File: config.mk
export PLATFORM = sky130hd
export DESIGN_NAME = regFile
export DESIGN_NICKNAME = d
export VERILOG_FILES = /design/src/design/coreTypes.sv /design/src/design/regFile.sv
export SDC_FILE = /design/constraint.sdc
export NUM_CORES = 1
export LEC_CHECK = 0
export BUFFER_PORTS_ARGS = -buffer_cell sky130_fd_sc_hd__buf_2
export CAP_MARGIN = 20
export CORE_MARGIN = 5
export CORE_UTILIZATION = 40
export CTS_CLUSTER_DIAMETER = 80
export CTS_CLUSTER_SIZE = 25
export DETAILED_ROUTE_END_ITERATION = 10
export GPL_TIMING_DRIVEN = 1
export PLACE_DENSITY = 0.58
export SYNTH_ARGS = -nofsm -noshare
export SYNTH_HDL_FRONTEND = slang
export SYNTH_SLANG_ARGS = --single-unit
File: constraint.sdc
create_clock -name clk -period 6.4 [get_ports clk]
set_clock_uncertainty 0.15 [all_clocks]
set_input_delay 0.96 -clock clk [delete_from_list [all_inputs] [get_ports clk]]
set_output_delay 0.96 -clock clk [all_outputs]
set_load 0.005 [all_outputs]
File: src/design/coreTypes.sv
package coreTypes;

   // datapath width
   localparam int WordW = 32;

   typedef logic [WordW-1:0] word_t;
   typedef logic [4:0] regAddr_t;
   typedef logic [4:0] shamt_t;
   typedef logic [5:0] opcode_t;
   typedef logic [5:0] funct_t;

   // primary opcodes
   localparam opcode_t OpRType = 6'h00;
   localparam opcode_t OpAddiu = 6'h09;
   localparam opcode_t OpSlti  = 6'h0a;
   localparam opcode_t OpSltiu = 6'h0b;
   localparam opcode_t OpAndi  = 6'h0c;
   localparam opcode_t OpOri   = 6'h0d;
   localparam opcode_t OpXori  = 6'h0e;
   localparam opcode_t OpLui   = 6'h0f;
   localparam opcode_t OpLb    = 6'h20;
   localparam opcode_t OpLh    = 6'h21;
   localparam opcode_t OpLw    = 6'h23;
   localparam opcode_t OpLbu   = 6'h24;
   localparam opcode_t OpLhu   = 6'h25;
   localparam opcode_t OpSb    = 6'h28;
   localparam opcode_t OpSh    = 6'h29;
   localparam opcode_t OpSw    = 6'h2b;

   // function codes, r-type only
   localparam funct_t FnSll  = 6'h00;
   localparam funct_t FnSrl  = 6'h02;
   localparam funct_t FnSra  = 6'h03;
   localparam funct_t FnAddu = 6'h21;
   localparam funct_t FnSubu = 6'h23;
   localparam funct_t FnAnd  = 6'h24;
   localparam funct_t FnOr   = 6'h25;
   localparam funct_t FnXor  = 6'h26;
   localparam funct_t FnNor  = 6'h27;
   localparam funct_t FnSlt  = 6'h2a;
   localparam funct_t FnSltu = 6'h2b;

   typedef enum logic [3:0] {
      aluAdd, aluSub, aluAnd, aluOr, aluXor, aluNor,
      aluSlt, aluSltu, aluSll, aluSrl, aluSra, aluLui
   } aluOp_t;

   typedef enum logic [1:0] {memByte, memHalf, memWord} memSize_t;

   // control word built in decode
   typedef struct packed {
      aluOp_t   aluOp;
      logic     useImm;
      logic     useShamt;
      logic     memRead;
      logic     memWrite;
      memSize_t memSize;
      logic     loadSigned;
      logic     regWrite;
   } ctl_t;

   // decode to execute
   typedef struct packed {
      logic     valid;
      ctl_t     ctl;
      regAddr_t rs;
      regAddr_t rt;
      regAddr_t dest;
      word_t    rd1;
      word_t    rd2;
      word_t    imm;
      shamt_t   shamt;
   } deStage_t;

   // execute to result
   typedef struct packed {
      logic     valid;
      logic     regWrite;
      logic     memRead;
      memSize_t memSize;
      logic     loadSigned;
      regAddr_t dest;
      word_t    aluResult;
      logic [1:0] byteOffset;
   } erStage_t;

   // register write port, also the forwarding source
   typedef struct packed {
      logic     en;
      regAddr_t addr;
      word_t    data;
   } wbPort_t;

endpackage

File: src/design/regFile.sv
`timescale 1ns/1ps

module regFile (
   input  logic               clk,
   input  coreTypes::regAddr_t rs,
   input  coreTypes::regAddr_t rt,
   output coreTypes::word_t    rd1,
   output coreTypes::word_t    rd2,
   input  coreTypes::wbPort_t  wb
);
   import coreTypes::*;

   // r0 is not stored
   word_t regs [1:31];

   always_ff @(posedge clk) begin
      if (wb.en && (wb.addr != '0)) begin
         regs[wb.addr] <= wb.data;
      end
   end

   // write-through covers an instruction two slots behind the writer
   always_comb begin
      if (rs == '0) begin
         rd1 = '0;
      end else if (wb.en && (wb.addr == rs)) begin
         rd1 = wb.data;
      end else begin
         rd1 = regs[rs];
      end
      if (rt == '0) begin
         rd2 = '0;
      end else if (wb.en && (wb.addr == rt)) begin
         rd2 = wb.data;
      end else begin
         rd2 = regs[rt];
      end
   end

endmodule

==> out/metrics.csv <==
stage,metric,value,unit
finish,largest_reg_flops,992,
floorplanning,io_pins,113,
sta,hold_viol,0,
route,postRouteAntennaNets,0,
yosys,ys.flop_type,edfxtp_1,
pwr,leakage,16.3,nW
yosys,yosysTopAreaCellShare,0.631,
global_routing,antenna_found_initial,19,
finish,fin_area,51500,µm²
sta,worstMarginPinSlew,1.19,ns
global_routing,grt_max_degree,93,
sta,slew_viol_final,0,
worst_setup_path,crit_path_end_kind,primary output,
placement,port_buffers,112,
route,routedWlPerCell,37.0,µm
flow_run,maxCapViolations,0,
floorplanning,die_h,354,µm
sta,fin_crit_sh,0.815,
yosys,synth.largest_area_cell,edfxtp_1,
route,drtIter0Drc,4189,
route,drt-total-wl,162000,µm
yosys,synth_common_cells,"edfxtp_1 (992), mux4_2 (303), mux2i_1 (272), nand2_1 (154), clkbuf_1 (98)",
yosys,synth_area_leaders,"edfxtp_1 (63%), mux4_2 (14%), mux2i_1 (5.8%)",
min_path,min_path_type,input pin to register,
pwr,power.density,242,nW/µm²
placement,dp_slack,1.36,ns
yosys,synth_edf_count,992,
route,vias,29700,
yosys,synth.distinct_cells,51,
yosys,synth_area_per_cell,17.1,µm²
yosys,yosys_warnings,0,
worst_setup_path,setup.worst_path.class,input pin to primary output,
sta,setup_viol,0,
yosys,synth_cells,2759,
finish,num-nets-final,2845,
sta,worst_slack,1.18,ns
clocking,numCtsBuffers,50,
yosys,synthArstFlopShare,0,
floorplanning,die_area,125000,µm²
yosys,ys_seq_area_frac,0.631,
worst_setup_path,cp_data_arrival_time,4.11,ns
floorplanning,initial_core_util,0.401,
pwr,irDropWorstVdd,223,µV
worst_setup_path,cp-start-kind,input pin,
route,drt-vias-per-instance,6.79,
worst_setup_path,worstPathRequired,5.29,ns
status,outcome,"complete, no violations",
placement,dpl_cell_area,49800,µm²
placement,dp_hpwl,96700,µm
finish,top_regs,regs: 992 flops,
global_routing,grt_pass1_vias,29400,
clocking,cts_resized,0,
yosys,syn_area,47200,µm²
sta,period_minus_slack,5.22,ns
yosys,synth.most_common_cell,edfxtp_1,
clocking,clkSinkCount,992,
clocking,cts_root_buf,clkbuf_16,
clocking,cts.clk_slew.worst_paths,0.09,ns
clocking,cts_tree,yes,
pwr,power,12.5,mW
finish,area_growth,9.09,%
floorplanning,core_area,118000,µm²
global_routing,grt_pass1_wl,226000,µm
placement,gp_congestion,0.839,
clocking,post_cts_buffers,0,
clocking,clk_path_buf_depth,3,
floorplanning,rows,126,
route,drc,0,
finish,nFillCells,10200,
sta,max_freq,192,MHz
yosys,syn_nets,2808,
finish,drive_gt1_frac,0.263,
clocking,cts_hold_buf,0,
clocking,cts_max_level,2,
finish,regMostFlops,regs,
worst_setup_path,path_max_fanout,35,
sta,tns,0,ns
sta,rsz0062_at_grt,false,
route,dr.pass1.iters,6,
sta,max-slew-margin-rel,0.206,
worst_setup_path,cp-endpoint,rd1[30],
global_routing,track_usage,0.251,
global_routing,gr-total-overflow,0,
yosys,ys_seq_elements,992,
floorplanning,die_x,354,µm
worst_setup_path,critPathLaunch,rs[4],
==> worst max-delay path, cell delays in order <==
cell and delay, ns:
buf_4 0.58, buf_4 0.57, nor2b_2 0.63, a221oi_1 0.15, and3_1 0.22, nor4_1 0.50, buf_4 0.26, buf_2 0.12
==> worst min-delay path by stage <==
stage | startpoint | endpoint | slack, ns | cells after the start
detailed placement | wb[31] | regs[23][31]$_DFFE_PP_ | 1.34 | 1
CTS | wb[5] | regs[18][5]$_DFFE_PP_ | 0.62 | 1
finish | wb[5] | regs[18][5]$_DFFE_PP_ | 0.66 | 1
floorplan | wb[0] | regs[10][0]$_DFFE_PP_ | 0.91 | 0
global route | wb[5] | regs[18][5]$_DFFE_PP_ | 0.65 | 1
global placement | wb[31] | regs[22][31]$_DFFE_PP_ | 1.31 | 1
==> kinds of logic after synthesis <==
kind of cell              count (synthesis)  synth area share
AOI/OAI and AO/OA                       527            0.0849
xor gates and xnor gates                 10           0.00186
buffers and inverters                   244            0.0273
DFF                                     992             0.631
muxes                                   666             0.225
and+or+nand+nor                         320            0.0300
==> metrics by stage <==
stage,utilization,std cells,hold WS [ns]
after global routing,0.438,4359,0.652
after detailed placement,0.424,4278,1.34
after CTS,0.437,4357,0.618
after floorplan,-,2759,0.909
final,0.438,4366,0.660
after global placement,0.423,4273,1.31
==> metal layers <==
| layer | GRT usage | wire length, µm | up-vias |
|---|---|---|---|
| li1 | - | - | 11700 |
| met1 | 0.352 | 65100 | 15900 |
| met2 | 0.388 | 73500 | 1801 |
| met3 | 0.0644 | 17400 | 286 |
| met4 | 0.0794 | 5660 | 8 |
| met5 | 0 | 45 | - |
==> cells in the final DEF (no fill, tap or decap), drive strengths merged, types with 16 or more instances in the layout <==
cell type  netlist  final
edfxtp         992    992
mux4           303    303
mux2i          272    272
buf            143    226
nand2          154    154
mux2            91     91
o22ai           77     77
nor2            73     73
a21oi           61     61
a211oi          58     58
clkbuf          98     55
o2111ai         37     37
o21ai           31     31
a22oi           31     31
a2111o          31     31
a32o            31     31
nor2b           30     30
o41ai           24     24
a22o            21     21
o211ai          21     21
nor3            21     21
a31oi           20     20
a32oi           19     19
a2bb2oi         19     19
a311oi          18     18
nand3           16     16
==> layout make-up <==
cell class              count  area [µm²]  share of cell area
repair buffers            226        1720              0.0335
clock buffers              55        1290              0.0251
diodes                      7        17.5            0.000340
inverters                   3        11.3            0.000219
well taps                1536        1920              0.0373
multi-input cells        1523       16400               0.319
clock inverters            24         305             0.00593
flip-flops and latches    992       29800               0.579
==> power breakdown <==
group          leakage (nW)  internal, mW  switching [mW]
logic                  6.60         0.519           0.882
clock network         0.778          1.69            2.14
registers              8.94          7.22          0.0328
Note: power is estimated with default switching activity, not from simulation.
