**src/design/coreTypes.sv**
```systemverilog
package coreTypes;

   // datapath width
   localparam int WordW = 32;

   typedef logic [WordW-1:0] word_t;
   typedef logic [4:0] regAddr_t;
   typedef logic [4:0] shamt_t;
   typedef logic [5:0] opcode_t;
   typedef logic [5:0] funct_t;

   // primary opcodes
   localparam opcode_t OpRType = 6'h00;
   localparam opcode_t OpAddiu = 6'h09;
   localparam opcode_t OpSlti  = 6'h0a;
   localparam opcode_t OpSltiu = 6'h0b;
   localparam opcode_t OpAndi  = 6'h0c;
   localparam opcode_t OpOri   = 6'h0d;
   localparam opcode_t OpXori  = 6'h0e;
   localparam opcode_t OpLui   = 6'h0f;
   localparam opcode_t OpLb    = 6'h20;
   localparam opcode_t OpLh    = 6'h21;
   localparam opcode_t OpLw    = 6'h23;
   localparam opcode_t OpLbu   = 6'h24;
   localparam opcode_t OpLhu   = 6'h25;
   localparam opcode_t OpSb    = 6'h28;
   localparam opcode_t OpSh    = 6'h29;
   localparam opcode_t OpSw    = 6'h2b;

   // function codes, r-type only
   localparam funct_t FnSll  = 6'h00;
   localparam funct_t FnSrl  = 6'h02;
   localparam funct_t FnSra  = 6'h03;
   localparam funct_t FnAddu = 6'h21;
   localparam funct_t FnSubu = 6'h23;
   localparam funct_t FnAnd  = 6'h24;
   localparam funct_t FnOr   = 6'h25;
   localparam funct_t FnXor  = 6'h26;
   localparam funct_t FnNor  = 6'h27;
   localparam funct_t FnSlt  = 6'h2a;
   localparam funct_t FnSltu = 6'h2b;

   typedef enum logic [3:0] {
      aluAdd, aluSub, aluAnd, aluOr, aluXor, aluNor,
      aluSlt, aluSltu, aluSll, aluSrl, aluSra, aluLui
   } aluOp_t;

   typedef enum logic [1:0] {memByte, memHalf, memWord} memSize_t;

   // control word built in decode
   typedef struct packed {
      aluOp_t   aluOp;
      logic     useImm;
      logic     useShamt;
      logic     memRead;
      logic     memWrite;
      memSize_t memSize;
      logic     loadSigned;
      logic     regWrite;
   } ctl_t;

   // decode to execute
   typedef struct packed {
      logic     valid;
      ctl_t     ctl;
      regAddr_t rs;
      regAddr_t rt;
      regAddr_t dest;
      word_t    rd1;
      word_t    rd2;
      word_t    imm;
      shamt_t   shamt;
   } deStage_t;

   // execute to result
   typedef struct packed {
      logic     valid;
      logic     regWrite;
      logic     memRead;
      memSize_t memSize;
      logic     loadSigned;
      regAddr_t dest;
      word_t    aluResult;
      logic [1:0] byteOffset;
   } erStage_t;

   // register write port, also the forwarding source
   typedef struct packed {
      logic     en;
      regAddr_t addr;
      word_t    data;
   } wbPort_t;

endpackage

```
**src/design/decodeStage.sv**
```systemverilog
`timescale 1ns/1ps

module decodeStage (
   input  logic               clk,
   input  logic               reset,
   input  coreTypes::word_t    instr,
   input  logic               instrValid,
   output coreTypes::regAddr_t rs,
   output coreTypes::regAddr_t rt,
   input  coreTypes::word_t    rd1,
   input  coreTypes::word_t    rd2,
   output coreTypes::deStage_t de
);
   import coreTypes::*;

   opcode_t  opcode;
   funct_t   funct;
   regAddr_t rd;
   ctl_t     ctl;
   logic     known;
   logic     signExt;
   logic     destIsRd;
   deStage_t deNext;

   // instruction fields
   assign opcode = instr[31:26];
   assign rs     = instr[25:21];
   assign rt     = instr[20:16];
   assign rd     = instr[15:11];
   assign funct  = instr[5:0];

   always_comb begin
      ctl       = '0;
      ctl.aluOp = aluAdd;
      known     = 1'b1;
      signExt   = 1'b1;
      destIsRd  = 1'b0;
      case (opcode)
         OpRType: begin
            destIsRd     = 1'b1;
            ctl.regWrite = 1'b1;
            case (funct)
               FnAddu: ctl.aluOp = aluAdd;
               FnSubu: ctl.aluOp = aluSub;
               FnAnd:  ctl.aluOp = aluAnd;
               FnOr:   ctl.aluOp = aluOr;
               FnXor:  ctl.aluOp = aluXor;
               FnNor:  ctl.aluOp = aluNor;
               FnSlt:  ctl.aluOp = aluSlt;
               FnSltu: ctl.aluOp = aluSltu;
               FnSll: begin
                  ctl.aluOp    = aluSll;
                  ctl.useShamt = 1'b1;
               end
               FnSrl: begin
                  ctl.aluOp    = aluSrl;
                  ctl.useShamt = 1'b1;
               end
               FnSra: begin
                  ctl.aluOp    = aluSra;
                  ctl.useShamt = 1'b1;
               end
               // unsupported function code goes down the pipe as a bubble
               default: known = 1'b0;
            endcase
         end
         OpAddiu, OpSlti, OpSltiu: begin
            ctl.useImm   = 1'b1;
            ctl.regWrite = 1'b1;
            ctl.aluOp    = (opcode == OpSlti)  ? aluSlt :
                           (opcode == OpSltiu) ? aluSltu : aluAdd;
         end
         OpAndi, OpOri, OpXori, OpLui: begin
            // logic forms and lui take the zero-extended immediate
            signExt      = 1'b0;
            ctl.useImm   = 1'b1;
            ctl.regWrite = 1'b1;
            ctl.aluOp    = (opcode == OpAndi) ? aluAnd :
                           (opcode == OpOri)  ? aluOr  :
                           (opcode == OpXori) ? aluXor : aluLui;
         end
         OpLb, OpLh, OpLw, OpLbu, OpLhu: begin
            ctl.useImm     = 1'b1;
            ctl.memRead    = 1'b1;
            ctl.regWrite   = 1'b1;
            ctl.loadSigned = (opcode == OpLb) || (opcode == OpLh);
            ctl.memSize    = (opcode == OpLw) ? memWord :
                             (opcode == OpLb || opcode == OpLbu) ? memByte : memHalf;
         end
         OpSb, OpSh, OpSw: begin
            ctl.useImm   = 1'b1;
            ctl.memWrite = 1'b1;
            ctl.memSize  = (opcode == OpSw) ? memWord :
                           (opcode == OpSb) ? memByte : memHalf;
         end
         default: known = 1'b0;
      endcase
   end

   always_comb begin
      deNext.valid = instrValid && known;
      deNext.ctl   = ctl;
      deNext.rs    = rs;
      deNext.rt    = rt;
      // r-type writes rd, everything else rt
      deNext.dest  = destIsRd ? rd : rt;
      deNext.rd1   = rd1;
      deNext.rd2   = rd2;
      deNext.imm   = {{16{signExt & instr[15]}}, instr[15:0]};
      deNext.shamt = instr[10:6];
   end

   always_ff @(posedge clk) begin
      de <= deNext;
      if (!reset) begin
         de.valid <= 1'b0;
      end
   end

endmodule

```
**config.mk**
```make
export PLATFORM = sky130hd
export DESIGN_NAME = decodeStage
export DESIGN_NICKNAME = d
export VERILOG_FILES = /design/src/design/coreTypes.sv /design/src/design/decodeStage.sv
export SDC_FILE = /design/constraint.sdc
export NUM_CORES = 1
export LEC_CHECK = 0
export BUFFER_PORTS_ARGS = -buffer_cell sky130_fd_sc_hd__buf_2
export CORE_UTILIZATION = 35
export CTS_CLUSTER_DIAMETER = 200
export DETAILED_ROUTE_END_ITERATION = 10
export HOLD_SLACK_MARGIN = 0.06
export PLACE_DENSITY = 0.81
export RECOVER_POWER = 50
export REMOVE_ABC_BUFFERS = 1
export SLEW_MARGIN = 20
export SYNTH_ARGS = -nofsm -noshare
export SYNTH_HDL_FRONTEND = slang
export SYNTH_SLANG_ARGS = --single-unit
export TNS_END_PERCENT = 100
```
**constraint.sdc**
```tcl
create_clock -name clk -period 1.8 [get_ports clk]
set_input_delay 0.36 -clock clk [delete_from_list [all_inputs] [get_ports clk]]
set_output_delay 0.36 -clock clk [all_outputs]
set_load 0.02 [all_outputs]
```
==> key figures <==
Worst setup path
  • CP cell instances: buf_2
  • Setup crit end kind: output port
  • Critical Path Slowest Stage Cell: dfxtp_1
  • Maximum fanout along the worst path: 16
  • Buf/Inv on CP: 1
  • CP required: 1440 ps
  • Worst Setup Start Kind: register
  • Critical path arrival: 1200 ps
  • Critical path class: reg2out
  • Crit path max-delay family: flip-flops
  • Critical Path Max Stage Delay: 590 ps
  • Instance count on the critical path: 1

Finish
  • Layout cells sized above 1: 0.5140
  • Biggest regs: de x109
  • Largest register by flop count: de
  • Post-route cell area: 4105 um^2
  • Layout overhead on the synthesized area: 43.03%
  • Final #Nets: 524
  • Most frequent cells in the layout: buf_2, dfxtp_1, clkbuf_1
  • Commonest non-fill, non-tap cell in the layout: buf_2
  • Max reg flops: 109
  • Diode count: 0

Pwr
  • Max rail drop VDD: 0.4355 mV
  • Power per Cell Area: 1122 nW/um^2
  • P_leak: 0.002015 uW

Yosys
  • Primary FF master, synth: dfxtp_1
  • Total number of yosys warnings: 0
  • Asr flop ratio synth: 0
  • Number of synthesized register bits: 109
  • Synth cell types: 34
  • Mapped Avg Cell Area: 13.67 um^2
  • Post-synth top area share: 0.7602
  • Seq/Total Area, Yosys: 0.7602
  • EDFF count, synth: 0
  • Syn Std Cell Area: 2870 um^2
  • Synth Instances: 210
  • Main area contributors after synthesis: dfxtp_1, buf_4, mux2_2
  • Yosys top cell by area: dfxtp_1

Routing
  • WL per Instance: 13.66 um
  • Final WL: 7267 um
  • DR vias: 2219
  • DR iter-0 viols: 44
  • DRC: 0
  • Drt pass-1 iters: 4
  • Antenna-violating nets left: 0
  • Vias per inst: 4.171

STA
  • Max Fclk: 640.3 MHz
  • RSZ-0062 raised after global routing: no
  • Final Cycle Share: 0.8677
  • Final setup fails: 0
  • Setup TNS: 0 ps
  • Worst slew margin: 0.6237
  • Slew Viols, Final: 0
  • Measured slew at the worst slew-check pin: 550.2 ps
  • Endpoints failing hold: 0
  • Fin worst setup slack: 238.1 ps
  • Min Tclk post-route: 1562 ps

Global route
  • First-pass GRT wire length: 10420 um
  • GRT Residual Overflow: 0
  • Pin count of the biggest net entering global routing: 20
  • Initial antenna violation count: 0
  • Vias in the first global route: 2141
  • Total track usage: 0.1614

Floorplan
  • Height of the die: 92.56 um
  • Width of the die: 92.56 um
  • # IOs: 238
  • Rows: 32
  • Die area: 8566 um^2
  • Core area: 7848 um^2
  • Initial Util: 0.3658

Placed design
  • HPWL Detailed: 5985 um
  • IO Port Bufs: 237
  • Placed inst area: 3929 um^2
  • RePlAce Congestion: 0.7336
  • Place WS: 159.4 ps

Run
  • Max-Cap Viols: 0

Clocking
  • Post-CTS Setup Repair Bufs: 0
  • CTS tree: yes
  • Max clock buf depth: 2
  • Root Buffer Master: clkbuf_8
  • Clk slew on worst S/H paths: 110 ps
  • CTS H-tree depth: 3
  • TritonCTS Buffers: 9
  • Clk sinks: 109

Run status
  • Status: finished clean

Min path
  • WHS Path Cells: 1
  • Worst hold-check path type: in2reg
==> timing repair <==
action                                 4_1_cts  5_1_grt
resized for setup                            0        0
endpoints found under the hold margin        0        2
hold buffers                                 0        2
==> stage by stage <==
| stage | util | cells | hold WS [ps] | power [uW] |
|---|---|---|---|---|
| after global routing | 0.5231 | 532 | 60.06 | 4805 |
| after floorplan | - | 175 | 387.7 | 2870 |
| after detailed placement | 0.5006 | 514 | 463.6 | 3191 |
| after global placement | 0.5006 | 514 | 462.5 | 3176 |
| after CTS | 0.5273 | 530 | 72.74 | 4667 |
| final | 0.5231 | 532 | 95.73 | 4608 |
==> layer usage <==
metal  vias up  track usage  wire (um)
li1       1091            -          -
met1      1003       0.1733       2753
met2       113       0.2870       3792
met3        12      0.06076        576
met4         0      0.05859        144
met5         -            0          0
==> Yosys cell counts, drive strengths merged, types with 3 or more instances <==
cell and number:
nor2 6, buf 34, nor3b 3, nand3 5, nand2 6, mux2 7, inv 4, dfxtp 109
a2111oi 4, nor4 3, o21ai 7
==> power by group <==
part	total [uW]	internal, uW	switching [uW]
Clock	1490	671	816
Sequential	2570	2530	35.2
Combinational	551	199	352
==> worst paths after layout <==
path	startpoint	end	slack [ps]
worst min-delay path	rd2[27]	de[64]$_DFF_P_	100
worst max-delay path	de[21]$_DFF_P_	de[35]	240
==> area by class of cell <==
cell class / count / area [um^2]
Inverter: 4 / 15.01
Timing Repair Buffer: 239 / 1154
Tap cell: 102 / 127.6
Sequential cell: 109 / 2182
Clock inverter: 6 / 81.33
Clock buffer: 10 / 127.6
Multi-Input combinational cell: 62 / 417.9
Fill cell: 753 / 3742
==> logic make-up (layout without fill, tap and decap cells) <==
family	count (synthesis)	after routing	synth area share
buf+inv	39	259	0.09416
simple gates	35	35	0.06539
flops	109	109	0.7602
compound gates	19	19	0.04839
mux	7	7	0.02877
xor+xnor	1	1	0.003052
Note: power is estimated with default switching activity, not from simulation.
