**src/design/coreTypes.sv**
```systemverilog
package coreTypes;

   // datapath width
   localparam int WordW = 32;

   typedef logic [WordW-1:0] word_t;
   typedef logic [4:0] regAddr_t;
   typedef logic [4:0] shamt_t;
   typedef logic [5:0] opcode_t;
   typedef logic [5:0] funct_t;

   // primary opcodes
   localparam opcode_t OpRType = 6'h00;
   localparam opcode_t OpAddiu = 6'h09;
   localparam opcode_t OpSlti  = 6'h0a;
   localparam opcode_t OpSltiu = 6'h0b;
   localparam opcode_t OpAndi  = 6'h0c;
   localparam opcode_t OpOri   = 6'h0d;
   localparam opcode_t OpXori  = 6'h0e;
   localparam opcode_t OpLui   = 6'h0f;
   localparam opcode_t OpLb    = 6'h20;
   localparam opcode_t OpLh    = 6'h21;
   localparam opcode_t OpLw    = 6'h23;
   localparam opcode_t OpLbu   = 6'h24;
   localparam opcode_t OpLhu   = 6'h25;
   localparam opcode_t OpSb    = 6'h28;
   localparam opcode_t OpSh    = 6'h29;
   localparam opcode_t OpSw    = 6'h2b;

   // function codes, r-type only
   localparam funct_t FnSll  = 6'h00;
   localparam funct_t FnSrl  = 6'h02;
   localparam funct_t FnSra  = 6'h03;
   localparam funct_t FnAddu = 6'h21;
   localparam funct_t FnSubu = 6'h23;
   localparam funct_t FnAnd  = 6'h24;
   localparam funct_t FnOr   = 6'h25;
   localparam funct_t FnXor  = 6'h26;
   localparam funct_t FnNor  = 6'h27;
   localparam funct_t FnSlt  = 6'h2a;
   localparam funct_t FnSltu = 6'h2b;

   typedef enum logic [3:0] {
      aluAdd, aluSub, aluAnd, aluOr, aluXor, aluNor,
      aluSlt, aluSltu, aluSll, aluSrl, aluSra, aluLui
   } aluOp_t;

   typedef enum logic [1:0] {memByte, memHalf, memWord} memSize_t;

   // control word built in decode
   typedef struct packed {
      aluOp_t   aluOp;
      logic     useImm;
      logic     useShamt;
      logic     memRead;
      logic     memWrite;
      memSize_t memSize;
      logic     loadSigned;
      logic     regWrite;
   } ctl_t;

   // decode to execute
   typedef struct packed {
      logic     valid;
      ctl_t     ctl;
      regAddr_t rs;
      regAddr_t rt;
      regAddr_t dest;
      word_t    rd1;
      word_t    rd2;
      word_t    imm;
      shamt_t   shamt;
   } deStage_t;

   // execute to result
   typedef struct packed {
      logic     valid;
      logic     regWrite;
      logic     memRead;
      memSize_t memSize;
      logic     loadSigned;
      regAddr_t dest;
      word_t    aluResult;
      logic [1:0] byteOffset;
   } erStage_t;

   // register write port, also the forwarding source
   typedef struct packed {
      logic     en;
      regAddr_t addr;
      word_t    data;
   } wbPort_t;

endpackage

```
**src/design/resultStage.sv**
```systemverilog
`timescale 1ns/1ps

module resultStage (
   input  coreTypes::erStage_t er,
   input  coreTypes::word_t    rData,
   output coreTypes::wbPort_t  wb
);
   import coreTypes::*;

   logic [7:0]  loadByte;
   logic [15:0] loadHalf;
   word_t       loadWord;

   // pick the addressed lane out of the word
   assign loadByte = rData[8*er.byteOffset +: 8];
   assign loadHalf = er.byteOffset[1] ? rData[31:16] : rData[15:0];

   always_comb begin
      case (er.memSize)
         memByte: begin
            loadWord = {{24{er.loadSigned & loadByte[7]}}, loadByte};
         end
         memHalf: begin
            loadWord = {{16{er.loadSigned & loadHalf[15]}}, loadHalf};
         end
         default: loadWord = rData;
      endcase
   end

   // no write for bubbles, stores or r0
   assign wb.en   = er.valid && er.regWrite && (er.dest != '0);
   assign wb.addr = er.dest;
   assign wb.data = er.memRead ? loadWord : er.aluResult;

endmodule

```
**config.mk**
```make
export PLATFORM = sky130hd
export DESIGN_NAME = resultStage
export DESIGN_NICKNAME = d
export VERILOG_FILES = /design/src/design/coreTypes.sv /design/src/design/resultStage.sv
export SDC_FILE = /design/constraint.sdc
export NUM_CORES = 1
export LEC_CHECK = 0
export ABC_AREA = 0
export BUFFER_PORTS_ARGS = -buffer_cell sky130_fd_sc_hd__buf_2
export CAP_MARGIN = 20
export CORE_MARGIN = 2
export CORE_UTILIZATION = 35
export DETAILED_ROUTE_END_ITERATION = 8
export PLACE_DENSITY = 0.84
export SLEW_MARGIN = 40
export SYNTH_ARGS = -nofsm -noshare
export SYNTH_HDL_FRONTEND = slang
export SYNTH_SLANG_ARGS = --single-unit
```
**constraint.sdc**
```tcl
create_clock -name vclk -period 1.9
set_clock_uncertainty 0.05 [all_clocks]
set_input_delay 0.285 -clock vclk [all_inputs]
set_output_delay 0.285 -clock vclk [all_outputs]
set_load 0.02 [all_outputs]
```
==> reports/metrics.cfg, run 1 <==
[global_route]
met3_usage_pct = 2.268
grt_overflow_total = 0
busiest_layer = met2
grt_antenna_before_repair = 0
grt_max_degree = 17
first_global_vias = 1513
grt_pass1_wl_um = 6561
use_met2_pct = 45.48
grt_usage_pct = 23.93
gr-usage-met1_pct = 29.89

[yosys]
yosysUniqueCellTypes = 31
netlist_top_cells_area = a221o_1 (14%), a21oi_1 (11%), mux2_2 (8.0%)
yosys.cell_count.top_type = a21oi_1
synth_top_area_share_pct = 14.14
syn-instance-count = 141
synth_mux_area_share_pct = 11.49
synth-adder-area-share_pct = 0
synth_area_leader_cell = a221o_1
syn_avg_cell_area_um2 = 7.028
synth_nets = 218
synth_compound_area_share_pct = 47.73
ys_seq_area_share_pct = 0
synth_commonest_cells = a21oi_1 (21), a221o_1 (14), nand2_1 (12)
yosys.area_share.simple_pct = 29.92
synth_xor_area_share_pct = 0
synth_top_family_by_area = compound AO/OA/AOI/OAI gates
synth.cell_area_um2 = 991.0
yosys_warnings = 0

[clock_tree]
holdBufCountCts = 0

[worst_setup_path]
cp_max_fo = 8
slowest_delay_ns = 0.35
crit_path_cell_trace = buf_6 -> buf_4 -> or3b_1 -> o22ai_2 -> a211oi_4 -> buf_12 -> a21oi_2 -> buf_4
required_ns = 1.56
crit_family = buffers and inverters
crit_arrival_ns = 1.60
startpoint_type = primary input
crit_top_cell = buf_4
critical_path.endpoint_type = output pin
crit_slowest_cell = or3b_1
crit_type = in -> out
crit_buf_inv = 4

[detailed_routing]
drt_first_iter_violations = 62
drc = 0
postRouteAntennaNets = 0
routed_wl_um = 4104
vias = 1593
wire_per_inst_um = 14.25
first_pass_iters = 5
vias_per_cell = 5.531

[final_layout]
seq_cells = 0
drive_above_1_share_pct = 62.65
stdcell_area_mm2 = 0.001758
nClkBuffers = 0
antenna_cells = 0
finalNetCount = 336
seqCellArea_um2 = 0
area_growth_pct = 77.40
layoutNonFillerInstCount = 288

[die]
rows = 19
dieArea_mm2 = 0.003273
initial_core_util_pct = 36.25
coreArea_mm2 = 0.002734
fp.dieW_um = 57.21
die_h_um = 57.21
io_pins = 115

[outcome]
violations = setup timing
status = finished, violations left

[min_path]
min_path_type = in -> out

[place]
dpl.hpwl_um = 3196
place_congestion = 0.7993
placed_area_mm2 = 0.001634
port_buffers = 115
place_inst = 285

[timing]
setup_slack_ns = -0.03363
rsz0062_at_grt = true
worst_pin_slew_ns = 0.3091
setup_viol = 8
fmax_ghz = 0.5172
hold_violations = 0
slew_headroom_pct = 79.37
finalSetupTns_ns = -0.1827
finalCritPeriodShare_pct = 101.8
slew_viol_final = 0
period_minus_slack_ns = 1.934

[power_and_ir_drop]
vdd_drop_max_uv = 207.6
power.leakage_uw = 0.0008845
p_per_area_mw_per_mm2 = 302.5

[job]
maxCapViolations = 0

## final timing paths
path	start	end	slack (ns)	cells after the start
max	er[1]	wb[8]	-0.03	8
min	er[37]	wb[35]	0.75	2
## cells by family after synthesis
group,Yosys count
and+or+nand+nor,52
AOI/OAI and AO/OA,60
buffers and inverters,19
muxes,10
## cells in the final DEF (no fill, tap or decap), types with 3 or more instances in the layout
| master | count |
|---|---|
| buf_12 | 3 |
| a211o_1 | 3 |
| buf_4 | 23 |
| nand2b_1 | 8 |
| nand2_1 | 12 |
| a21oi_1 | 13 |
| mux2_2 | 7 |
| o22ai_1 | 7 |
| buf_2 | 106 |
| and2_1 | 6 |
| a21oi_2 | 8 |
| a221o_1 | 14 |
| nand3b_1 | 9 |
| a311oi_1 | 5 |
| nor2_1 | 6 |
| and3_1 | 3 |
## report_power, final
| part | internal (µW) | switching [µW] |
|---|---|---|
| logic | 249 | 283 |
| registers | 0 | 0 |
| clock network | 0 | 0 |
| total | 249 | 283 |
## cell type report
class | count | area [µm²]
Fill cell | 260 | 975.9
Inverter | 1 | 3.754
Multi-Input combinational cell | 122 | 929.6
Tap cell | 31 | 38.79
Timing Repair Buffer | 134 | 785.8
## layer usage
| metal | vias to the layer above | part of all wire [%] |
|---|---|---|
| met1 | 723 | 41 |
| met3 | 4 | 7.9 |
| met5 | - | 0 |
| li1 | 783 | - |
| met2 | 83 | 50 |
| met4 | 0 | 0.90 |
## stage by stage
step / power (µW) / hold slack, ns / util (%) / setup WS, ns
4_1_cts: 495.7 / 0.7511 / 60.92 / -0.05456
2_1_floorplan: 290.6 / 0.6326 / - / 0.1238
5_1_grt: 570.1 / 0.7651 / 64.30 / -0.07623
3_3_place_gp: 482.0 / 0.7472 / 59.77 / -0.1467
6_report: 531.7 / 0.7541 / 64.30 / -0.03363
3_5_place_dp: 487.4 / 0.7511 / 59.77 / -0.1872
## repair_timing
action / in CTS / in global routing
endpoints found under the setup margin: 24 / 28
resized for setup: 1 / 23
pin swaps: 2 / 3
setup buffers: 2 / 2
Note: power is estimated with default switching activity, not from simulation.
==> inputs of run 2 (changes only) <==
- ABC_CLOCK_PERIOD_IN_PS: unset -> 1900
- CAP_MARGIN: 20 -> 10
- CORE_MARGIN: 2 -> 5
==> reports/metrics.cfg, run 2 (synthesized netlist as in run 1, its figures left out) <==
[place]
place_ws_ns = -0.2017
placed_area_mm2 = 0.001634
place_congestion = 0.8285
port_buffers = 115
dpl.hpwl_um = 3648

[detailed_routing]
first_pass_iters = 4
drt_first_iter_violations = 80
routed_wl_um = 4691
wire_per_inst_um = 16.23
postRouteAntennaNets = 0
vias_per_cell = 5.664
vias = 1637
drc = 0

[timing]
setup_slack_ns = 0.01546
rsz0062_at_grt = true
finalCritPeriodShare_pct = 99.19
slew_viol_final = 0
setup_viol = 0
holdWs_ns = 0.7518
slew_headroom_pct = 78.64
worst_pin_slew_ns = 0.3200
finalSetupTns_ns = 0
fmax_ghz = 0.5306
period_minus_slack_ns = 1.885
hold_violations = 0

[worst_setup_path]
crit_type = in -> out
crit_arrival_ns = 1.55
required_ns = 1.56
cp_max_fo = 8
critical_path.endpoint_type = output pin
crit_slowest_cell = or3b_4
slowest_delay_ns = 0.38
crit_path_cell_trace = buf_8 -> buf_6 -> or3b_4 -> o22ai_4 -> a211oi_4 -> buf_12 -> a21oi_1 -> buf_4
startpoint_type = primary input

[global_route]
grt_max_degree = 31
grt_antenna_before_repair = 0
first_global_vias = 1531
grt_pass1_wl_um = 6789
grt_usage_pct = 19.68
grt_overflow_total = 0

[min_path]
whs_endpoint = wb[33]
whs_path_depth = 2
min_from = er[35]
min_path_type = in -> out

[die]
rows = 19
die_h_um = 63.21
fp.dieW_um = 63.21
dieArea_mm2 = 0.003996
coreArea_mm2 = 0.002734
io_pins = 115
initial_core_util_pct = 36.25

[outcome]
status = finished, final reports clean

[power_and_ir_drop]
p_per_area_mw_per_mm2 = 306.1
vdd_drop_max_uv = 212.6
total_power_uw = 546.1
power.leakage_uw = 0.0008898

[clock_tree]
holdBufCountCts = 0

[final_layout]
antenna_cells = 0
stdcell_area_mm2 = 0.001784
seq_cells = 0
seqCellArea_um2 = 0
finalNetCount = 337
layout_common_cells = buf_2 (104), buf_4 (24), a221o_1 (14), a21oi_1 (14), nand2_1 (12)
drive_above_1_share_pct = 63.18
area_growth_pct = 80.05
final_common_cell = buf_2
nClkBuffers = 0

[job]
maxCapViolations = 0

## run 2: worst max-delay path by stage
stage               from     end  slack, ns  cells past startpoint
3_5_place_dp       er[1]  wb[28]      -0.20                      6
5_1_grt            er[1]   wb[8]      -0.03                      8
2_1_floorplan      er[1]  wb[15]       0.12                      5
3_3_place_gp       er[1]  wb[22]      -0.16                      6
6_report           er[1]  wb[15]       0.02                      8
4_1_cts        rData[31]  wb[12]      0.006                      7
## run 2: where the power goes
part	internal, µW	switching, µW	leakage (µW)	total (µW)
Clock	0	0	0	0
Sequential	0	0	0	0
Combinational	256	290	0.000890	546
Total	256	290	0.000890	546
## run 2: per-stage QoR
step | utilization, % | cells
5_1_grt | 65.26 | 289
2_1_floorplan | - | 141
3_5_place_dp | 59.77 | 285
3_3_place_gp | 59.77 | 285
6_report | 65.26 | 289
4_1_cts | 61.14 | 288
## run 2: what timing repair did
item                                    4_1_cts  5_1_grt
endpoints found under the setup margin       24       16
buffers inserted                              4        2
gates resized for setup                       5       27
pin swaps                                     6        6
## run 2: final cells by class
| cell class | instances | area (µm²) |
|---|---|---|
| multi-input combinational | 122 | 937.1 |
| timing repair buffer | 135 | 800.8 |
| fill | 252 | 949.7 |
| inverter | 1 | 7.507 |
| tap | 31 | 38.79 |
## run 2: routing by layer
metal	share of wire (%)	routed length [µm]	up-vias	global-route usage (%)
met5	0	0	-	0
met4	1.6	74	0	3.636
li1	-	-	788	-
met1	37	1757	746	24.26
met3	11	528	8	3.730
met2	50	2331	95	35.38
## run 2: critical path, delay by kind of cell
kind,cells,cell delay (ns)
buffers and inverters,4,0.49
AO/OA/AOI/OAI,3,0.40
AND/OR/NAND/NOR,1,0.38
==> inputs of run 3 (changes only) <==
- RECOVER_POWER: unset -> 100
==> reports/metrics.cfg, run 3 (synthesized netlist as in run 1, its figures left out) <==
[detailed_routing]
postRouteAntennaNets = 0
vias_per_cell = 5.612
routed_wl_um = 4690
drt_first_iter_violations = 80
vias = 1622
wire_per_inst_um = 16.23
drc = 0
first_pass_iters = 4

[worst_setup_path]
crit_path_cell_trace = buf_8 -> buf_6 -> or3b_4 -> o22ai_4 -> a211oi_4 -> buf_12 -> a21oi_1 -> buf_4
crit_type = in -> out
cp_max_fo = 8
required_ns = 1.56
slowest_delay_ns = 0.38
startpoint_type = primary input
crit_arrival_ns = 1.55
crit_buf_inv = 4
crit_slowest_cell = or3b_4
crit_family = buffers and inverters
critical_path.endpoint_type = output pin

[timing]
slew_headroom_pct = 78.83
slew_viol_final = 0
setup_viol = 0
period_minus_slack_ns = 1.884
hold_violations = 0
finalCritPeriodShare_pct = 99.14
holdWs_ns = 0.7831
fmax_ghz = 0.5309
rsz0062_at_grt = true
worst_pin_slew_ns = 0.3172
setup_slack_ns = 0.01630

[power_and_ir_drop]
vdd_drop_max_uv = 212.1
total_power_uw = 543.1
p_per_area_mw_per_mm2 = 306.5
power.leakage_uw = 0.0008716

[final_layout]
nClkBuffers = 0
seqCellArea_um2 = 0
seq_cells = 0
finalNetCount = 337
layoutNonFillerInstCount = 289
layout_common_cells = buf_2 (87), buf_4 (22), a221o_1 (14), a21oi_1 (14), clkbuf_2 (13)
drive_above_1_share_pct = 60.47
stdcell_area_mm2 = 0.001772
final_common_cell = buf_2
area_growth_pct = 78.79
antenna_cells = 0

[global_route]
grt_max_degree = 31
first_global_vias = 1531
grt_pass1_wl_um = 6789
grt_usage_pct = 19.68
grt_antenna_before_repair = 0
grt_overflow_total = 0

[die]
dieArea_mm2 = 0.003996
fp.dieW_um = 63.21
initial_core_util_pct = 36.25
coreArea_mm2 = 0.002734
io_pins = 115
rows = 19
die_h_um = 63.21

[min_path]
whs_endpoint = wb[36]
min_from = er[38]
whs_path_depth = 2
min_path_type = in -> out

[place]
placed_area_mm2 = 0.001634
dpl.hpwl_um = 3648
place_congestion = 0.8285
place_inst = 285
port_buffers = 115
place_ws_ns = -0.2017

[job]
maxCapViolations = 0

[outcome]
status = finished, final reports clean

[clock_tree]
holdBufCountCts = 0

-- run 3: cell types whose count changed in the layout (fill, tap and decap cells not counted), sizes merged --
cell,change
buf,-19
clkbuf,+19
-- run 3: worst max-delay path by stage --
stage                   start  endpoint  slack [ns]  depth (start not counted)
floorplan               er[1]    wb[15]        0.12                          5
global placement        er[1]    wb[22]       -0.16                          6
detailed placement      er[1]    wb[28]       -0.20                          6
CTS                 rData[31]    wb[12]       0.006                          7
global route            er[1]     wb[8]       -0.03                          8
finish                  er[1]    wb[15]        0.02                          8
-- run 3: repair_timing --
action	4_1_cts	5_1_grt
setup buffers	4	2
pin swaps	6	6
endpoints found under the setup margin	24	16
gates cloned	0	0
gates resized for setup	5	27
-- run 3: final cells by class --
type / instances / area [µm²]
tap: 31 / 38.79
fill: 256 / 962.2
multi-input combinational: 122 / 937.1
inverter: 1 / 7.507
timing repair buffer: 135 / 788.3
-- run 3: metrics by stage --
step           setup TNS, ns  utilization, %
2_1_floorplan              0               -
3_3_place_gp          -2.496           59.77
3_5_place_dp          -3.264           59.77
4_1_cts                    0           61.14
5_1_grt              -0.1502           64.81
6_report                   0           64.81
-- run 3: routing by layer --
| layer | global-route usage, % | vias to the layer above | share of wire (%) |
|---|---|---|---|
| met5 | 0 | - | 0 |
| met4 | 3.636 | 0 | 1.6 |
| met3 | 3.730 | 8 | 9.6 |
| met2 | 35.38 | 88 | 50 |
| met1 | 24.26 | 740 | 39 |
| li1 | - | 786 | - |
-- run 3: power breakdown --
group          internal, µW  total, µW  switching [µW]
clock network             0          0               0
registers                 0          0               0
logic                   253        543             290
total                   253        543             290
