## config.mk

```make
export PLATFORM = sky130hd
export DESIGN_NAME = executeStage
export DESIGN_NICKNAME = d
export VERILOG_FILES = /design/src/design/coreTypes.sv /design/src/design/aluUnit.sv /design/src/design/executeStage.sv
export SDC_FILE = /design/constraint.sdc
export NUM_CORES = 1
export LEC_CHECK = 0
export ABC_AREA = 0
export BUFFER_PORTS_ARGS = -buffer_cell sky130_fd_sc_hd__buf_2
export CAP_MARGIN = 20
export CORE_MARGIN = 3
export CORE_UTILIZATION = 25
export DETAILED_ROUTE_END_ITERATION = 7
export PLACE_DENSITY = 0.42
export SYNTH_ARGS = -nofsm -noshare
export SYNTH_HDL_FRONTEND = slang
export SYNTH_SLANG_ARGS = --single-unit
```

## constraint.sdc

```tcl
create_clock -name clk -period 8.58 [get_ports clk]
set_input_delay 1.287 -clock clk [delete_from_list [all_inputs] [get_ports clk]]
set_output_delay 1.287 -clock clk [all_outputs]
set_load 0.05 [all_outputs]
```

## src/design/coreTypes.sv

```systemverilog
package coreTypes;

   // datapath width
   localparam int WordW = 32;

   typedef logic [WordW-1:0] word_t;
   typedef logic [4:0] regAddr_t;
   typedef logic [4:0] shamt_t;
   typedef logic [5:0] opcode_t;
   typedef logic [5:0] funct_t;

   // primary opcodes
   localparam opcode_t OpRType = 6'h00;
   localparam opcode_t OpAddiu = 6'h09;
   localparam opcode_t OpSlti  = 6'h0a;
   localparam opcode_t OpSltiu = 6'h0b;
   localparam opcode_t OpAndi  = 6'h0c;
   localparam opcode_t OpOri   = 6'h0d;
   localparam opcode_t OpXori  = 6'h0e;
   localparam opcode_t OpLui   = 6'h0f;
   localparam opcode_t OpLb    = 6'h20;
   localparam opcode_t OpLh    = 6'h21;
   localparam opcode_t OpLw    = 6'h23;
   localparam opcode_t OpLbu   = 6'h24;
   localparam opcode_t OpLhu   = 6'h25;
   localparam opcode_t OpSb    = 6'h28;
   localparam opcode_t OpSh    = 6'h29;
   localparam opcode_t OpSw    = 6'h2b;

   // function codes, r-type only
   localparam funct_t FnSll  = 6'h00;
   localparam funct_t FnSrl  = 6'h02;
   localparam funct_t FnSra  = 6'h03;
   localparam funct_t FnAddu = 6'h21;
   localparam funct_t FnSubu = 6'h23;
   localparam funct_t FnAnd  = 6'h24;
   localparam funct_t FnOr   = 6'h25;
   localparam funct_t FnXor  = 6'h26;
   localparam funct_t FnNor  = 6'h27;
   localparam funct_t FnSlt  = 6'h2a;
   localparam funct_t FnSltu = 6'h2b;

   typedef enum logic [3:0] {
      aluAdd, aluSub, aluAnd, aluOr, aluXor, aluNor,
      aluSlt, aluSltu, aluSll, aluSrl, aluSra, aluLui
   } aluOp_t;

   typedef enum logic [1:0] {memByte, memHalf, memWord} memSize_t;

   // control word built in decode
   typedef struct packed {
      aluOp_t   aluOp;
      logic     useImm;
      logic     useShamt;
      logic     memRead;
      logic     memWrite;
      memSize_t memSize;
      logic     loadSigned;
      logic     regWrite;
   } ctl_t;

   // decode to execute
   typedef struct packed {
      logic     valid;
      ctl_t     ctl;
      regAddr_t rs;
      regAddr_t rt;
      regAddr_t dest;
      word_t    rd1;
      word_t    rd2;
      word_t    imm;
      shamt_t   shamt;
   } deStage_t;

   // execute to result
   typedef struct packed {
      logic     valid;
      logic     regWrite;
      logic     memRead;
      memSize_t memSize;
      logic     loadSigned;
      regAddr_t dest;
      word_t    aluResult;
      logic [1:0] byteOffset;
   } erStage_t;

   // register write port, also the forwarding source
   typedef struct packed {
      logic     en;
      regAddr_t addr;
      word_t    data;
   } wbPort_t;

endpackage

```

## src/design/aluUnit.sv

```systemverilog
`timescale 1ns/1ps

module aluUnit (
   input  coreTypes::word_t  a,
   input  coreTypes::word_t  b,
   input  coreTypes::aluOp_t op,
   output coreTypes::word_t  y
);
   import coreTypes::*;

   // shift count from the low bits of a
   shamt_t shiftAmt;

   assign shiftAmt = a[4:0];

   always_comb begin
      case (op)
         aluAdd:  y = a + b;
         aluSub:  y = a - b;
         aluAnd:  y = a & b;
         aluOr:   y = a | b;
         aluXor:  y = a ^ b;
         aluNor:  y = ~(a | b);
         // compares yield 0 or 1
         aluSlt: begin
            y = {31'b0, $signed(a) < $signed(b)};
         end
         aluSltu: begin
            y = {31'b0, a < b};
         end
         // shifts move b, a holds the count
         aluSll:  y = b << shiftAmt;
         aluSrl:  y = b >> shiftAmt;
         aluSra: begin
            y = $signed(b) >>> shiftAmt;
         end
         aluLui:  y = {b[15:0], 16'b0};
         default: y = a + b;
      endcase
   end

endmodule

```

## src/design/executeStage.sv

```systemverilog
`timescale 1ns/1ps

module executeStage (
   input  logic               clk,
   input  logic               reset,
   input  coreTypes::deStage_t de,
   input  coreTypes::wbPort_t  wb,
   output coreTypes::word_t    memAddr,
   output coreTypes::word_t    memWData,
   output logic [3:0]          memWEn,
   output coreTypes::erStage_t er
);
   import coreTypes::*;

   word_t    fwdA;
   word_t    fwdB;
   word_t    opA;
   word_t    opB;
   word_t    aluResult;
   erStage_t erNext;

   // result stage holds the previous instruction, its wb is final
   assign fwdA = (wb.en && (wb.addr == de.rs)) ? wb.data : de.rd1;
   assign fwdB = (wb.en && (wb.addr == de.rt)) ? wb.data : de.rd2;

   assign opA = de.ctl.useShamt ? {27'b0, de.shamt} : fwdA;
   assign opB = de.ctl.useImm ? de.imm : fwdB;

   aluUnit u_aluUnit (
      .a  (opA),
      .b  (opB),
      .op (de.ctl.aluOp),
      .y  (aluResult)
   );

   // loads and stores address through the adder
   assign memAddr = aluResult;

   // store data copied to every lane, enables pick the lanes
   always_comb begin
      memWEn = 4'b0000;
      case (de.ctl.memSize)
         memByte: memWData = {4{fwdB[7:0]}};
         memHalf: memWData = {2{fwdB[15:0]}};
         default: memWData = fwdB;
      endcase
      if (de.valid && de.ctl.memWrite) begin
         case (de.ctl.memSize)
            memByte: memWEn = 4'b0001 << aluResult[1:0];
            memHalf: memWEn = aluResult[1] ? 4'b1100 : 4'b0011;
            default: memWEn = 4'b1111;
         endcase
      end
   end

   always_comb begin
      erNext.valid      = de.valid;
      erNext.regWrite   = de.ctl.regWrite;
      erNext.memRead    = de.ctl.memRead;
      erNext.memSize    = de.ctl.memSize;
      erNext.loadSigned = de.ctl.loadSigned;
      erNext.dest       = de.dest;
      erNext.aluResult  = aluResult;
      erNext.byteOffset = aluResult[1:0];
   end

   always_ff @(posedge clk) begin
      er <= erNext;
      if (!reset) begin
         er.valid <= 1'b0;
      end
   end

endmodule

```

==> results of run 1 <==
[area by class of cell]
class	count	share of cell area, %
clock inverter	3	0.306
tap	664	5.49
clock buffer	5	0.826
inverter	113	2.87
multi-input combinational	1505	71.1
sequential	43	5.69
timing repair buffer	363	13.7
[logic make-up (layout without fill, tap and decap cells)]
group | Yosys count | count (layout) | share of synthesized area, %
flip-flops | 43 | 43 | 6.77
adder cells (fa/ha/maj) | 99 | 99 | 9.87
XOR/XNOR | 28 | 28 | 1.99
AND/OR/NAND/NOR | 544 | 545 | 19.7
buffers and inverters | 246 | 484 | 8.89
multiplexers | 250 | 250 | 20.7
AO/OA/AOI/OAI | 583 | 583 | 32.1
[per-layer routing]
layer / vias up / track usage, %
li1: 7044 / -
met1: 7360 / 36.4
met2: 830 / 42.2
met3: 124 / 6.42
met4: 0 / 13.7
met5: - / 0
[per-stage QoR]
stage	area [µm²]	worst slack [ps]	instances	util, %
after floorplan	12700	77.8	1793	-
after global placement	14900	466	2686	30.1
after detailed placement	14900	398	2687	30.1
after CTS	15100	359	2695	30.5
after global routing	15100	5.33	2696	30.5
final	15100	401	2696	30.5
[worst max-delay path by stage]
stage | slack [ps] | startpoint | endpoint | cells past startpoint
floorplan | 80 | wb[33] | memWEn[2] | 19
global placement | 470 | wb[33] | memAddr[29] | 23
detailed placement | 400 | de[106] | memWEn[3] | 21
CTS | 360 | wb[33] | memAddr[29] | 23
global route | 5 | de[106] | memAddr[29] | 23
finish | 400 | de[106] | memAddr[29] | 23
[cells in the final DEF, fill, tap and decap left out, types with 9 or more instances in the layout]
cell type | synthesis | routed
a211oi_1 | 26 | 26
o21bai_1 | 14 | 14
inv_1 | 102 | 102
a221o_1 | 10 | 10
o21ai_0 | 98 | 98
dfxtp_1 | 43 | 43
o31ai_1 | 10 | 10
nand4_1 | 18 | 18
buf_4 | 11 | 81
a22oi_1 | 14 | 14
buf_2 | 22 | 278
a2bb2oi_1 | 13 | 13
ha_1 | 97 | 97
or2_2 | 45 | 45
a21oi_1 | 173 | 173
mux2_2 | 33 | 33
o22ai_1 | 31 | 31
nand2_1 | 162 | 161
a221oi_1 | 24 | 24
o21ai_1 | 11 | 11
o221ai_1 | 9 | 9
xnor2_1 | 21 | 21
o211ai_1 | 29 | 29
mux2i_1 | 208 | 208
nand3_1 | 26 | 26
o2111ai_1 | 10 | 10
nand2b_1 | 10 | 10
nor2_1 | 200 | 198
a21o_1 | 10 | 10
nor3_1 | 26 | 26
[power by group through the flow]
stage / clock [mW] / sequential, mW / combinational (mW)
2_1_floorplan: 0 / 0.389 / 1.02
3_3_place_gp: 0 / 0.250 / 1.75
3_5_place_dp: 0 / 0.250 / 1.74
4_1_cts: 0.254 / 0.246 / 1.75
5_1_grt: 0.261 / 0.249 / 1.87
6_report: 0.245 / 0.245 / 1.78
[what timing repair did]
item                                    CTS  global route
endpoints found under the setup margin    0             5
resized for setup                         0             3
endpoints found under the hold margin     0             0
==> out/metrics.cfg, run 1 <==
[logic_synthesis]
synth.most_common_cell = mux2i_1
netlist_area_um2 = 12700
synth_top_cell_by_area = mux2i_1
async_flop_share_pct = 0
yosysWarnings = 0
synth.top_cell.area_share_pct = 16.4
ys_seq_area_share_pct = 6.77
ys_ff_latch = 43
avgSynthCellArea_um2 = 7.09
synthFlopType = dfxtp_1
synth_cells = 1793
synth_area_leaders = mux2i_1, ha_1, a21oi_1
synthTopCellsByCount = mux2i_1, nor2_1, a21oi_1
synth_enable_flop_cells = 0
synthDistinctLibCells = 105
syn_nets = 2061

[worst_setup_path]
critPathMaxStageDelay_ps = 510
endpoint_kind = output port
worstPathArrival_ps = 6890
cp_cell_sequence = buf_2 > xnor2_1 > and4_4 > buf_4 > mux2_2 > nand2_1 > inv_1 > ha_1 > inv_1 > a21oi_1 > nor2_1 > a211oi_1 > o31ai_1 > buf_4 > o211a_1 > nor4_1 > buf_4 > o21ai_0 > a21oi_1 > nor2_1 > a211oi_1 > o2111ai_1 > buf_2
crit_fanout = 14
critPathTopFamily = compound AO/OA/AOI/OAI gates
crit_path_top_delay_cell = ha_1
crit_required_ps = 7290
critPathKind = input port to output port
path_common_cell = buf_4
start_kind = input port
crit_buf_inv = 7

[clock_network]
cts_buffers = 5
cts_tree = built
cts_setup_buffers = 0
ctsHtreeMaxLevel = 2
clk_path_buf_depth = 2
cts_sinks = 43
cts.clk_slew.worst_paths_ps = 70
hold_buffers = 0
cts_root_buf = clkbuf_16

[grt]
antenna_found_initial = 0
grtUsageTotal_pct = 27.6
grt_start_max_net_pins = 61
overflow = 0
first_global_vias = 14900
grt_first_pass_wirelength_um = 108000

[cells_and_area]
fillerInstances = 5509
largest_reg_flops = 43
fin_nets = 2299
top_register = er
multiInputGateArea_um2 = 10800
seq_area_um2 = 861
largestRegisters = er: 43 flops
final_layout_size_suffix_gt1_share_pct = 25.6
areaGrowthSynthToFinish_pct = 19.1
diodes = 0

[detailed_routing]
final_antenna_net_count = 0
drtIter0Drc = 1511
drc = 0
wl_met2_um = 32800
vias = 15400
drtPass1Iterations = 5
viasPerCell = 5.70
wl_met1_um = 32900
wl_met3_um = 6990
wl_per_cell_um = 28.5
highest_layer = met4
wirelength_um = 77000

[timing]
rsz0062_at_grt = false
timing.fmax_mhz = 122
timing.slew.headroom_pct = 28.5
hold_violations = 0
tns_ps = 0
setup_violations = 0
tightest_slew_ps = 1070
post-route-min-period_ps = 8180
post-route-period-util_pct = 95.3
slew_violations = 0
whs_ps = 1050

[placement]
gp_congestion = 1.01
portBuffers = 281
dp_hpwl_um = 63100

[floorplanning]
ios = 282
die_width_um = 231
fp.dieH_um = 231
design.die.area_um2 = 53600
initial_utilization_pct = 25.6
num_rows = 81
fp.coreArea_um2 = 49600

[power_and_ir_drop]
p_sw_mw = 1.37
comb_power_share_pct = 78.4
power_leakage_nw = 6.80
intPower_uw = 900
clkPwrFrac_pct = 10.8
ir_drop_v = 0.000107
seqPwrFrac_pct = 10.8
fin_total_pwr_mw = 2.27
sw_frac_of_total_pct = 60.3
p_per_area_nw_per_um2 = 150

[min_path]
min_to = er[37]
hold_depth = 1
min_from = de[104]
hold_path_class = input port to register

[flow_run]
cap_violations = 0

[status]
run_status = finished, final reports clean

(Power assumes the default switching activity.)
==> run 2: changes to the inputs <==
--- a/config.mk
+++ b/config.mk
@@ -5,7 +5,7 @@
 export SDC_FILE = /design/constraint.sdc
 export NUM_CORES = 1
 export LEC_CHECK = 0
-export ABC_AREA = 0
+export ABC_AREA = 1
 export BUFFER_PORTS_ARGS = -buffer_cell sky130_fd_sc_hd__buf_2
 export CAP_MARGIN = 20
 export CORE_MARGIN = 3
==> run 2 against run 1 <==
  * Clock power about the same
  * Setup slack better by 410 ps
  * Critical path depth up 3
  * Area after synthesis down 6.6%
  * Highest routed layer is now met5
  * Routed wire length down 0.89%
  * Final cell count up 9.3%
  * Clock-buffer cell count unchanged
  * Critical endpoint is now memAddr[30]
==> out/metrics.cfg, run 2 <==
[clock_network]
cts.clk_slew.worst_paths_ps = 70
ctsResizeCount = 0
hold_buffers = 0
cts_setup_buffers = 0
ctsHtreeMaxLevel = 2
clk_path_buf_depth = 2
cts_tree = built
cts_buffers = 5
cts_root_buf = clkbuf_16
cts_sinks = 43

[logic_synthesis]
synth.most_common_cell = nand2_1
synth_top_cell_by_area = nand2_1
synthFlopType = dfxtp_1
ys_ff_latch = 43
synth_fa_ha_area_share_pct = 10.6
synth_mux_area_share_pct = 0.443
avgSynthCellArea_um2 = 5.56
synth_enable_flop_cells = 0
syn_nets = 2405
synthTopCellsByCount = nand2_1, nand3_1, inv_1
netlist_area_um2 = 11900
yosysWarnings = 0
async_flop_share_pct = 0
yosys.area_share.simple_pct = 43.6
synth_compound_area_share_pct = 24.3
synth_top_family_by_area = simple AND/OR/NAND/NOR gates
synthXorXnorAreaFrac_pct = 1.40
synth_cells = 2137
synthDistinctLibCells = 63
ys_seq_area_share_pct = 7.25
synth_area_leaders = nand2_1, nand3_1, ha_1
synth.top_cell.area_share_pct = 15.8

[detailed_routing]
wirelength_um = 76300
wl_per_cell_um = 25.9
drtPass1Iterations = 6
drc = 0
viasPerCell = 5.59
drtIter0Drc = 1801
vias = 16500
final_antenna_net_count = 0

[timing]
rsz0062_at_grt = false
timing.slew.headroom_pct = 31.2
hold_violations = 0
setup_violations = 0
post-route-period-util_pct = 90.5
post-route-min-period_ps = 7770
layout_setup_ws_ps = 814
slew_violations = 0
tightest_slew_ps = 1030
tns_ps = 0
timing.fmax_mhz = 129

[min_path]
min_from = de[116]
hold_path_class = input port to register
hold_depth = 1

[placement]
dpl_cell_area_um2 = 13700
portBuffers = 281
dp_hpwl_um = 62700
dpl_worst_slack_ps = 848
gp_congestion = 1.03

[cells_and_area]
layout_commonest_cell = nand2_1
fin_nets = 2606
fin_util_pct = 29.6
fin_area_um2 = 13800
areaGrowthSynthToFinish_pct = 16.4
fillerInstances = 5467
top_register = er
largest_reg_flops = 43
largestRegisters = er: 43 flops
final_cell_mix = nand2_1, buf_2, nand3_1, inv_1, nor2_1
final_layout_size_suffix_gt1_share_pct = 20.4

[floorplanning]
initial_utilization_pct = 25.4
die_width_um = 224
fp.coreArea_um2 = 46800
fp.dieH_um = 224
num_rows = 79
design.die.area_um2 = 50100
ios = 282

[power_and_ir_drop]
ir_drop_v = 0.0000792
power_leakage_nw = 7.08
p_per_area_nw_per_um2 = 139
fin_total_pwr_mw = 1.92

[status]
run_status = finished, final reports clean

[grt]
overflow = 0
grt_start_max_net_pins = 66
grtUsageTotal_pct = 29.3
grt_first_pass_wirelength_um = 109000
antenna_found_initial = 6
first_global_vias = 15700

[worst_setup_path]
crit_fanout = 35
crit_start = wb[36]
critPathKind = input port to output port
crit_required_ps = 7290
endpoint_kind = output port
start_kind = input port
worstPathArrival_ps = 6480

[flow_run]
cap_violations = 0

[run 2: cell count changes in the layout (fill, tap and decap cells not counted), moves of 16 or more]
cell	previous run	this run
nand2_2	2	45
a21oi_1	173	157
xnor2_1	21	0
nand3_1	26	247
o21ai_1	11	44
inv_1	102	200
buf_4	81	35
nand2_1	161	500
a31oi_1	8	27
a211oi_1	26	1
mux2i_1	208	3
mux2_2	33	2
o21ai_0	98	170
[run 2: stage by stage]
step           cells  hold WS, ps
2_1_floorplan   2137         1310
3_3_place_gp    2938         1390
3_5_place_dp    2938         1390
4_1_cts         2946         1040
5_1_grt         2946         1050
6_report        2948         1060
[run 2: path summary, 6_finish.rpt]
check,endpoint,slack [ps]
setup / recovery,memAddr[30],810
hold / removal,er[43],1060
[run 2: critical path, stage by stage]
cell and delay [ps]:
buf_2 110, inv_2 40, nand2_1 50, nand2_1 60, nor2_2 190, nand3_4 370
clkinv_1 290, buf_4 290, o21ai_0 120, nor2_1 510, inv_1 100, ha_1 460
nand2_1 120, nor2_1 220, nand2_1 90, o211ai_1 130, nand3_1 110, o211ai_1 170
inv_1 110, o21ai_1 250, a31oi_1 210, o21ai_0 240, xor2_1 340, nand2_1 100
nand3_1 160, buf_2 290
[run 2: metal layers]
layer  wire length, µm  track usage, %  part of all wire (%)
met1             32700            39.3                    43
met2             33200            46.5                    44
met3              6970            5.61                   9.1
met4              3320            11.2                   4.4
met5                51               0                 0.067
[run 2: final cells by class]
class	instances	area [µm²]	area share, %
Timing Repair Buffer	317	1690	12.2
Clock inverter	3	26.3	0.190
Sequential cell	43	861	6.23
Antenna cell	2	5.00	0.0362
Tap cell	607	759	5.50
Clock buffer	5	125	0.905
Inverter	216	812	5.88
Multi-Input combinational cell	1755	9540	69.0
[run 2: cell families (layout without fill, tap and decap cells)]
| family | Yosys count | in the layout |
|---|---|---|
| and+or+nand+nor | 1123 | 1123 |
| AOI/OAI and AO/OA | 509 | 509 |
| buffers and inverters | 339 | 541 |
| adders and majority gates | 99 | 99 |
| DFF | 43 | 43 |
| xor gates and xnor gates | 19 | 19 |
| muxes | 5 | 5 |
| other | 0 | 2 |
[run 2: power breakdown]
part,internal [mW],switching (mW)
clock,0.112,0.130
sequential,0.234,0.0106
combinational,0.343,1.09
total,0.689,1.23
